### src/common/nandPinPkg.sv
`default_nettype none

package nandPinPkg;

    localparam int DqWidth   = 32;
    localparam int LaneWidth = 4;

    // flash DQ bus, only the low 16 bits carry command/address bytes
    typedef logic [DqWidth-1:0] dqBus_t;

    // lane group for a single strobe pin (RE, WE, ALE, CLE)
    typedef logic [LaneWidth-1:0] pinLane_t;

    // idle levels while out of reset
    localparam pinLane_t ReadEnableIdle  = 4'b0011;
    localparam pinLane_t WriteEnableIdle = 4'b0001;

    // latch enable levels
    localparam pinLane_t LatchActive   = 4'b0011;
    localparam pinLane_t LatchInactive = 4'b0000;

    localparam pinLane_t PinsReset = 4'b0000;  // every lane group in reset

endpackage

`default_nettype wire

### src/common/cmdSyncPkg.sv
`default_nettype none

package cmdSyncPkg;

    localparam int CaDataWidth = 40;
    localparam int CaByteWidth = 8;
    localparam int CountWidth  = 4;

    typedef logic [CaDataWidth-1:0] caData_t;  // up to five bytes, MSB first on the bus
    typedef logic [CaByteWidth-1:0] caByte_t;

    // index of the last byte, burst length is count + 1
    typedef logic [CountWidth-1:0] byteCount_t;

    localparam byteCount_t MaxByteIndex = 4'd4;

    // cycles of DQ hold-off between latch and first byte
    localparam int HoldOffCycles = 2;

    // one-hot sequencer phases
    typedef enum logic [4:0] {
        resetPhase   = 5'b00001,
        idlePhase    = 5'b00010,
        latchPhase   = 5'b00100,
        holdOffPhase = 5'b01000,
        burstPhase   = 5'b10000
    } seqPhase_t;

endpackage

`default_nettype wire

### src/cmdSync/cmdSyncSequencer.sv
`default_nettype none

module cmdSyncSequencer (
    input  logic                   iSystemClock,
    input  logic                   iReset,
    input  logic                   start,
    input  cmdSyncPkg::byteCount_t lastIndex,
    output cmdSyncPkg::seqPhase_t  phase,
    output logic                   loadRequest,
    output logic                   shiftByte,
    output logic                   ready,
    output logic                   lastStep
);

    import cmdSyncPkg::*;

    localparam int TimerWidth = $clog2(HoldOffCycles + 1);

    seqPhase_t              nextPhase;
    logic [TimerWidth-1:0]  holdOffTimer;
    logic                   holdOffDone;
    byteCount_t             byteCounter;

    assign holdOffDone = (holdOffTimer == TimerWidth'(HoldOffCycles));

    // request is taken at the same edge that leaves idle
    assign loadRequest = (phase == idlePhase) && start;

    // advance to the next byte except after the final one
    assign shiftByte = (phase == burstPhase) && !lastStep;

    always_comb begin
        nextPhase = phase;
        case (phase)
            resetPhase: begin
                nextPhase = idlePhase;
            end
            idlePhase: begin
                if (start) begin
                    nextPhase = latchPhase;
                end
            end
            latchPhase: begin
                nextPhase = holdOffPhase;
            end
            holdOffPhase: begin
                if (holdOffDone) begin
                    nextPhase = burstPhase;
                end
            end
            burstPhase: begin
                if (lastStep) begin
                    nextPhase = idlePhase;
                end
            end
            default: begin
                nextPhase = idlePhase;
            end
        endcase
    end

    // registered from nextPhase so flags line up with the pins
    always_ff @(posedge iSystemClock or posedge iReset) begin
        if (iReset) begin
            phase    <= resetPhase;
            ready    <= 1'b0;
            lastStep <= 1'b0;
        end else begin
            phase    <= nextPhase;
            ready    <= (nextPhase == idlePhase);
            lastStep <= (nextPhase == burstPhase) && (byteCounter == lastIndex);
        end
    end

    always_ff @(posedge iSystemClock or posedge iReset) begin
        if (iReset) begin
            holdOffTimer <= '0;
        end else if (nextPhase == holdOffPhase) begin
            holdOffTimer <= holdOffTimer + 1'b1;
        end else begin
            holdOffTimer <= '0;
        end
    end

    // counts bytes already put on the bus
    always_ff @(posedge iSystemClock or posedge iReset) begin
        if (iReset) begin
            byteCounter <= '0;
        end else if (nextPhase == burstPhase) begin
            byteCounter <= byteCounter + 1'b1;
        end else begin
            byteCounter <= '0;
        end
    end

    readyOutsideBurst: assert property (
        @(posedge iSystemClock) disable iff (iReset)
        !(ready && (phase == burstPhase))
    );

    lastStepInBurst: assert property (
        @(posedge iSystemClock) disable iff (iReset)
        lastStep |-> (phase == burstPhase)
    );

endmodule

`default_nettype wire

### src/cmdSync/caByteBuffer.sv
`default_nettype none

module caByteBuffer #(
    parameter int NumberOfWays = 4
) (
    input  logic                    iSystemClock,
    input  logic                    iReset,
    input  logic                    loadRequest,
    input  logic                    shiftByte,
    input  logic [NumberOfWays-1:0] targetWay,
    input  cmdSyncPkg::byteCount_t  numOfData,
    input  logic                    caSelect,
    input  cmdSyncPkg::caData_t     caData,
    output cmdSyncPkg::caByte_t     currentByte,
    output logic [NumberOfWays-1:0] heldWay,
    output logic                    heldSelect,
    output cmdSyncPkg::byteCount_t  lastIndex
);

    import cmdSyncPkg::*;

    localparam int WordWidth = $bits(caData_t);
    localparam int ByteWidth = $bits(caByte_t);

    caData_t wordReg;

    always_ff @(posedge iSystemClock or posedge iReset) begin
        if (iReset) begin
            heldWay    <= '0;
            heldSelect <= 1'b0;
            lastIndex  <= '0;
        end else if (loadRequest) begin
            heldWay    <= targetWay;
            heldSelect <= caSelect;  // high selects command latch
            lastIndex  <= (numOfData > MaxByteIndex) ? MaxByteIndex : numOfData;
        end
    end

    // top byte is on the bus, shift left for the next one
    always_ff @(posedge iSystemClock) begin
        if (loadRequest) begin
            wordReg <= caData;
        end else if (shiftByte) begin
            wordReg <= {wordReg[WordWidth-ByteWidth-1:0], {ByteWidth{1'b0}}};
        end
    end

    assign currentByte = wordReg[WordWidth-1 -: ByteWidth];

    // a new request must never land in the middle of a burst
    loadNotDuringShift: assert property (
        @(posedge iSystemClock) disable iff (iReset)
        !(loadRequest && shiftByte)
    );

endmodule

`default_nettype wire

### src/logic/nandPinDriver.sv
`default_nettype none

module nandPinDriver #(
    parameter int NumberOfWays = 4
) (
    input  cmdSyncPkg::seqPhase_t     phase,
    input  cmdSyncPkg::caByte_t       currentByte,
    input  logic [NumberOfWays-1:0]   heldWay,
    input  logic                      heldSelect,
    output nandPinPkg::dqBus_t        dq,
    output logic [2*NumberOfWays-1:0] chipEnable,
    output nandPinPkg::pinLane_t      readEnable,
    output nandPinPkg::pinLane_t      writeEnable,
    output nandPinPkg::pinLane_t      addressLatchEnable,
    output nandPinPkg::pinLane_t      commandLatchEnable
);

    import cmdSyncPkg::*;
    import nandPinPkg::*;

    always_comb begin
        dq                 = '0;
        chipEnable         = '0;
        readEnable         = ReadEnableIdle;
        writeEnable        = WriteEnableIdle;
        addressLatchEnable = LatchInactive;
        commandLatchEnable = LatchInactive;
        case (phase)
            resetPhase: begin
                readEnable  = PinsReset;
                writeEnable = PinsReset;
            end
            holdOffPhase: begin
                chipEnable = {heldWay, heldWay};  // way shows on both halves
            end
            burstPhase: begin
                chipEnable = {heldWay, heldWay};
                dq         = dqBus_t'({currentByte, currentByte});
                if (heldSelect) begin
                    commandLatchEnable = LatchActive;
                end else begin
                    addressLatchEnable = LatchActive;
                end
            end
            default: begin
                // idle and latch keep the idle levels
            end
        endcase
    end

    always_comb begin
        latchExclusive: assert final (
            !((addressLatchEnable != LatchInactive) && (commandLatchEnable != LatchInactive))
        );
    end

endmodule

`default_nettype wire

### src/logic/cmdSyncTop.sv
`default_nettype none

module cmdSyncTop #(
    parameter int NumberOfWays = 4
) (
    input  logic                      iSystemClock,
    input  logic                      iReset,
    input  logic                      start,
    input  logic [NumberOfWays-1:0]   targetWay,
    input  cmdSyncPkg::byteCount_t    numOfData,
    input  logic                      caSelect,
    input  cmdSyncPkg::caData_t       caData,
    output logic                      ready,
    output logic                      lastStep,
    output nandPinPkg::dqBus_t        dq,
    output logic [2*NumberOfWays-1:0] chipEnable,
    output nandPinPkg::pinLane_t      readEnable,
    output nandPinPkg::pinLane_t      writeEnable,
    output nandPinPkg::pinLane_t      addressLatchEnable,
    output nandPinPkg::pinLane_t      commandLatchEnable
);

    import cmdSyncPkg::*;
    import nandPinPkg::*;

    seqPhase_t               phase;
    logic                    loadRequest;
    logic                    shiftByte;
    caByte_t                 currentByte;
    logic [NumberOfWays-1:0] heldWay;
    logic                    heldSelect;
    byteCount_t              lastIndex;  // already clipped

    cmdSyncSequencer cmdSyncSequencer_inst (
        .iSystemClock (iSystemClock),
        .iReset       (iReset),
        .start        (start),
        .lastIndex    (lastIndex),
        .phase        (phase),
        .loadRequest  (loadRequest),
        .shiftByte    (shiftByte),
        .ready        (ready),
        .lastStep     (lastStep)
    );

    caByteBuffer #(
        .NumberOfWays (NumberOfWays)
    ) caByteBuffer_inst (
        .iSystemClock (iSystemClock),
        .iReset       (iReset),
        .loadRequest  (loadRequest),
        .shiftByte    (shiftByte),
        .targetWay    (targetWay),
        .numOfData    (numOfData),
        .caSelect     (caSelect),
        .caData       (caData),
        .currentByte  (currentByte),
        .heldWay      (heldWay),
        .heldSelect   (heldSelect),
        .lastIndex    (lastIndex)
    );

    nandPinDriver #(
        .NumberOfWays (NumberOfWays)
    ) nandPinDriver_inst (
        .phase              (phase),
        .currentByte        (currentByte),
        .heldWay            (heldWay),
        .heldSelect         (heldSelect),
        .dq                 (dq),
        .chipEnable         (chipEnable),
        .readEnable         (readEnable),
        .writeEnable        (writeEnable),
        .addressLatchEnable (addressLatchEnable),
        .commandLatchEnable (commandLatchEnable)
    );

endmodule

`default_nettype wire

### config.mk
export PLATFORM = sky130hd
export DESIGN_NAME = cmdSyncTop
export DESIGN_NICKNAME = d
export VERILOG_FILES = /design/src/common/nandPinPkg.sv /design/src/common/cmdSyncPkg.sv /design/src/cmdSync/cmdSyncSequencer.sv /design/src/cmdSync/caByteBuffer.sv /design/src/logic/nandPinDriver.sv /design/src/logic/cmdSyncTop.sv
export SDC_FILE = /design/constraint.sdc
export NUM_CORES = 1
export LEC_CHECK = 0
export ABC_AREA = 1
export BUFFER_PORTS_ARGS = -buffer_cell sky130_fd_sc_hd__buf_2
export CAP_MARGIN = 20
export CORE_MARGIN = 8
export CORE_UTILIZATION = 55
export DETAILED_ROUTE_END_ITERATION = 8
export MAX_ROUTING_LAYER = met4
export PLACE_DENSITY_LB_ADDON = 0.25
export SYNTH_ARGS = -nofsm -noshare
export SYNTH_HDL_FRONTEND = slang
export SYNTH_HIERARCHICAL = 1
export SYNTH_SLANG_ARGS = --single-unit
### constraint.sdc
create_clock -name iSystemClock -period 7.3 [get_ports iSystemClock]
set_input_delay 1.825 -clock iSystemClock [delete_from_list [all_inputs] [get_ports iSystemClock]]
set_output_delay 1.825 -clock iSystemClock [all_outputs]
set_load 0.005 [all_outputs]
==> impl_metrics.yaml <==
timing:
  hold_viol_final: 0
  fin_skew_ps: 6.97
  fin_crit_ps: 3710
  relSlewSlack: 0.310
  drv_slew: 0
  setup_violations: 0
  fin_hold_ws_ps: 429
  worst_pin_slew_ps: 1030
  fin_ws_ps: 3590
  min_period_over_period: 0.509
  rsz0062_at_grt: "no"
  max_freq_ghz: 0.269
  setup_tns_ps: 0
cts:
  cts_resized: 0
  cts_buffers: 9
  ctsHoldBuffers: 0
  cts_setup_buffers: 0
  tritoncts: "yes"
  clock_path_buffers: 2
  clk_pin_slew_worst_paths_ps: 60
  clk_latency_ps: 330
  cts_sinks: 62
  cts_root_buf: "clkbuf_8"
  htree_levels: 3
worst_setup_path:
  start_kind: "input port"
  reg2reg_slack_ps: 4360
  worst_ep_arrival_time_ps: 3670
  cp_max_fo: 50
  required_ps: 7250
  end_kind: "flip-flop"
  worstSetupPathType: "in2reg"
placed_design:
  dp_hpwl_um: 4430
  gp_routability_congestion: 0.779
  post-place-ws_ps: 3250
  io_buffer_count: 84
logic_synthesis:
  yosysUniqueCellTypes: 27
  seq_area_frac_synth: 0.524
  synth-main-ff-cell: "edfxtp_1"
  yosysTopAreaCell: "edfxtp_1"
  synth_area_leaders: "edfxtp_1, nand2_1, dfrtp_1"
  syn_avg_cell_area_um2: 9.00
  netlist_instances: 372
  yosysTopAreaCellShare: 0.359
  ys_ff_latch: 62
  synthArstFlopShare: 0.355
  synthesis.area_um2: 3350
  ys_warn_count: 6
  synth_edf_count: 40
global_routing:
  grt_start_max_net_pins: 51
  grt_usage: 0.145
  grt-ovfl-total: 0
  antenna_found_initial: 0
  grt_pass1_vias: 2225
  grt_pass1_wl_um: 9720
route:
  ant_nets: 0
  drt_iter0_markers: 160
  vias: 2285
  viasPerCell: 4.47
  drt-total-wl_um: 5970
  dr.pass1.iters: 4
  drc_errors: 0
  wire_per_inst_um: 11.7
floorplanning:
  dieArea_um2: 8840
  core_um2: 5920
  die_w_um: 94.0
  num_io_pins: 110
  rows: 28
  die_h_um: 94.0
  initial_core_util: 0.566
pwr:
  p_leak_nw: 1.96
  cellPowerDensity_nw_per_um2: 225
  vdd_drop_max_mv: 0.134
  total_power_mw: 0.832
flow_run:
  cap_violations: 0
finish:
  drive_above_1_share: 0.291
  finish.utilization: 0.624
  layout.nets: 485
  antennaDiodeCount: 0
  synthToLayoutAreaGrowth_pct: 10.4
outcome:
  status: "finished clean"
hold_path:
  hold_path_class: "reg2reg"
## power breakdown
part / internal (mW) / switching (mW) / total (mW)
Combinational: 0.0333 / 0.0595 / 0.0929
Sequential: 0.408 / 0.0148 / 0.423
Clock: 0.190 / 0.126 / 0.316
## state kept, by name (all words and copies together) (netlist names)
register / count
caByteBuffer_inst/heldWay: 4
cmdSyncSequencer_inst/phase: 5
caByteBuffer_inst/wordReg: 40
cmdSyncSequencer_inst/byteCounter: 4
cmdSyncSequencer_inst/lastStep: 1
cmdSyncSequencer_inst/ready: 1
cmdSyncSequencer_inst/holdOffTimer: 2
caByteBuffer_inst/heldSelect: 1
caByteBuffer_inst/lastIndex: 4
## per-layer routing
| metal | routed length (um) | global-route usage | vias up | part of all wire |
|---|---|---|---|---|
| met4 | 132 | 0.0898 | 0 | 0.022 |
| met3 | 591 | 0.0432 | 11 | 0.099 |
| met5 | 0 | - | - | 0 |
| met2 | 2730 | 0.221 | 95 | 0.46 |
| met1 | 2520 | 0.164 | 994 | 0.42 |
| li1 | - | - | 1185 | - |
## final cells by class
type	instances	area, um^2
well taps	75	93.8
repair buffers	84	420
multi-input cells	230	1060
inverters	44	165
clock inverters	5	73.8
clock buffers	11	131
flip-flops and latches	62	1750
fillers	527	2220
## worst max-delay path, stage by stage
cell and delay, ps:
buf_2 70, inv_1 70, nor2_4 790, or2_2 860
## cell families (layout without fill, tap and decap cells)
kind of cell	Yosys count	after routing	synth area share
buffers and inverters	104	144	0.189
AND/OR/NAND/NOR	189	189	0.255
XOR/XNOR	2	2	0.00523
flip-flops	62	62	0.524
adder cells (fa/ha/maj)	2	2	0.00747
AO/OA/AOI/OAI	11	11	0.0172
other	2	26	0.00224
## worst paths after layout
kind | startpoint | to | cells past startpoint
worst max-delay path | start | caByteBuffer_inst/wordReg[28]$_DFFE_PP_ | 4
worst max register to register | cmdSyncSequencer_inst/phase[4]$_DFF_PP0_ | caByteBuffer_inst/wordReg[28]$_DFFE_PP_ | 4
worst min register to register | cmdSyncSequencer_inst/holdOffTimer[0]$_DFF_PP0_ | cmdSyncSequencer_inst/holdOffTimer[0]$_DFF_PP0_ | 1
min in group asynchronous | iReset | caByteBuffer_inst/lastIndex[3]$_DFFE_PP0P_ | 2
worst min-delay path | cmdSyncSequencer_inst/holdOffTimer[0]$_DFF_PP0_ | cmdSyncSequencer_inst/holdOffTimer[0]$_DFF_PP0_ | 1
max in group asynchronous | iReset | cmdSyncSequencer_inst/phase[0]$_DFF_PP1_ | 2
## cells in the mapped netlist (2+ instances only)
master and n:
nor2_1 8, nand2_2 2, nand4_1 3, nand4_4 2
buf_2 3, buf_4 50, buf_6 7, conb_1 2
nand2_1 150, nand3_2 3, nor2_2 11, nor2_4 3
inv_1 39, nand3_1 4, dfrtp_1 21, ha_1 2
edfxtp_1 40, inv_2 5, a21oi_1 9
## cell usage in the layout (no fill, tap or decap), types with 3 or more instances in the layout
master,instances
nand4_1,3
nand2_1,150
clkbuf_8,9
buf_2,84
nand3_2,3
edfxtp_1,40
a21oi_1,9
nor2_1,7
inv_2,5
nor2_4,4
dfrtp_1,21
conb_1,26
nand3_1,4
inv_1,39
nor2_2,11
## per-stage QoR
| stage | cells | instance area [um^2] |
|---|---|---|
| final | 511 | 3700 |
| after global routing | 511 | 3700 |
| after CTS | 511 | 3700 |
| after detailed placement | 495 | 3490 |
| after global placement | 495 | 3490 |
| after floorplan | 396 | 3440 |
Power figures use the tool's default switching activity.
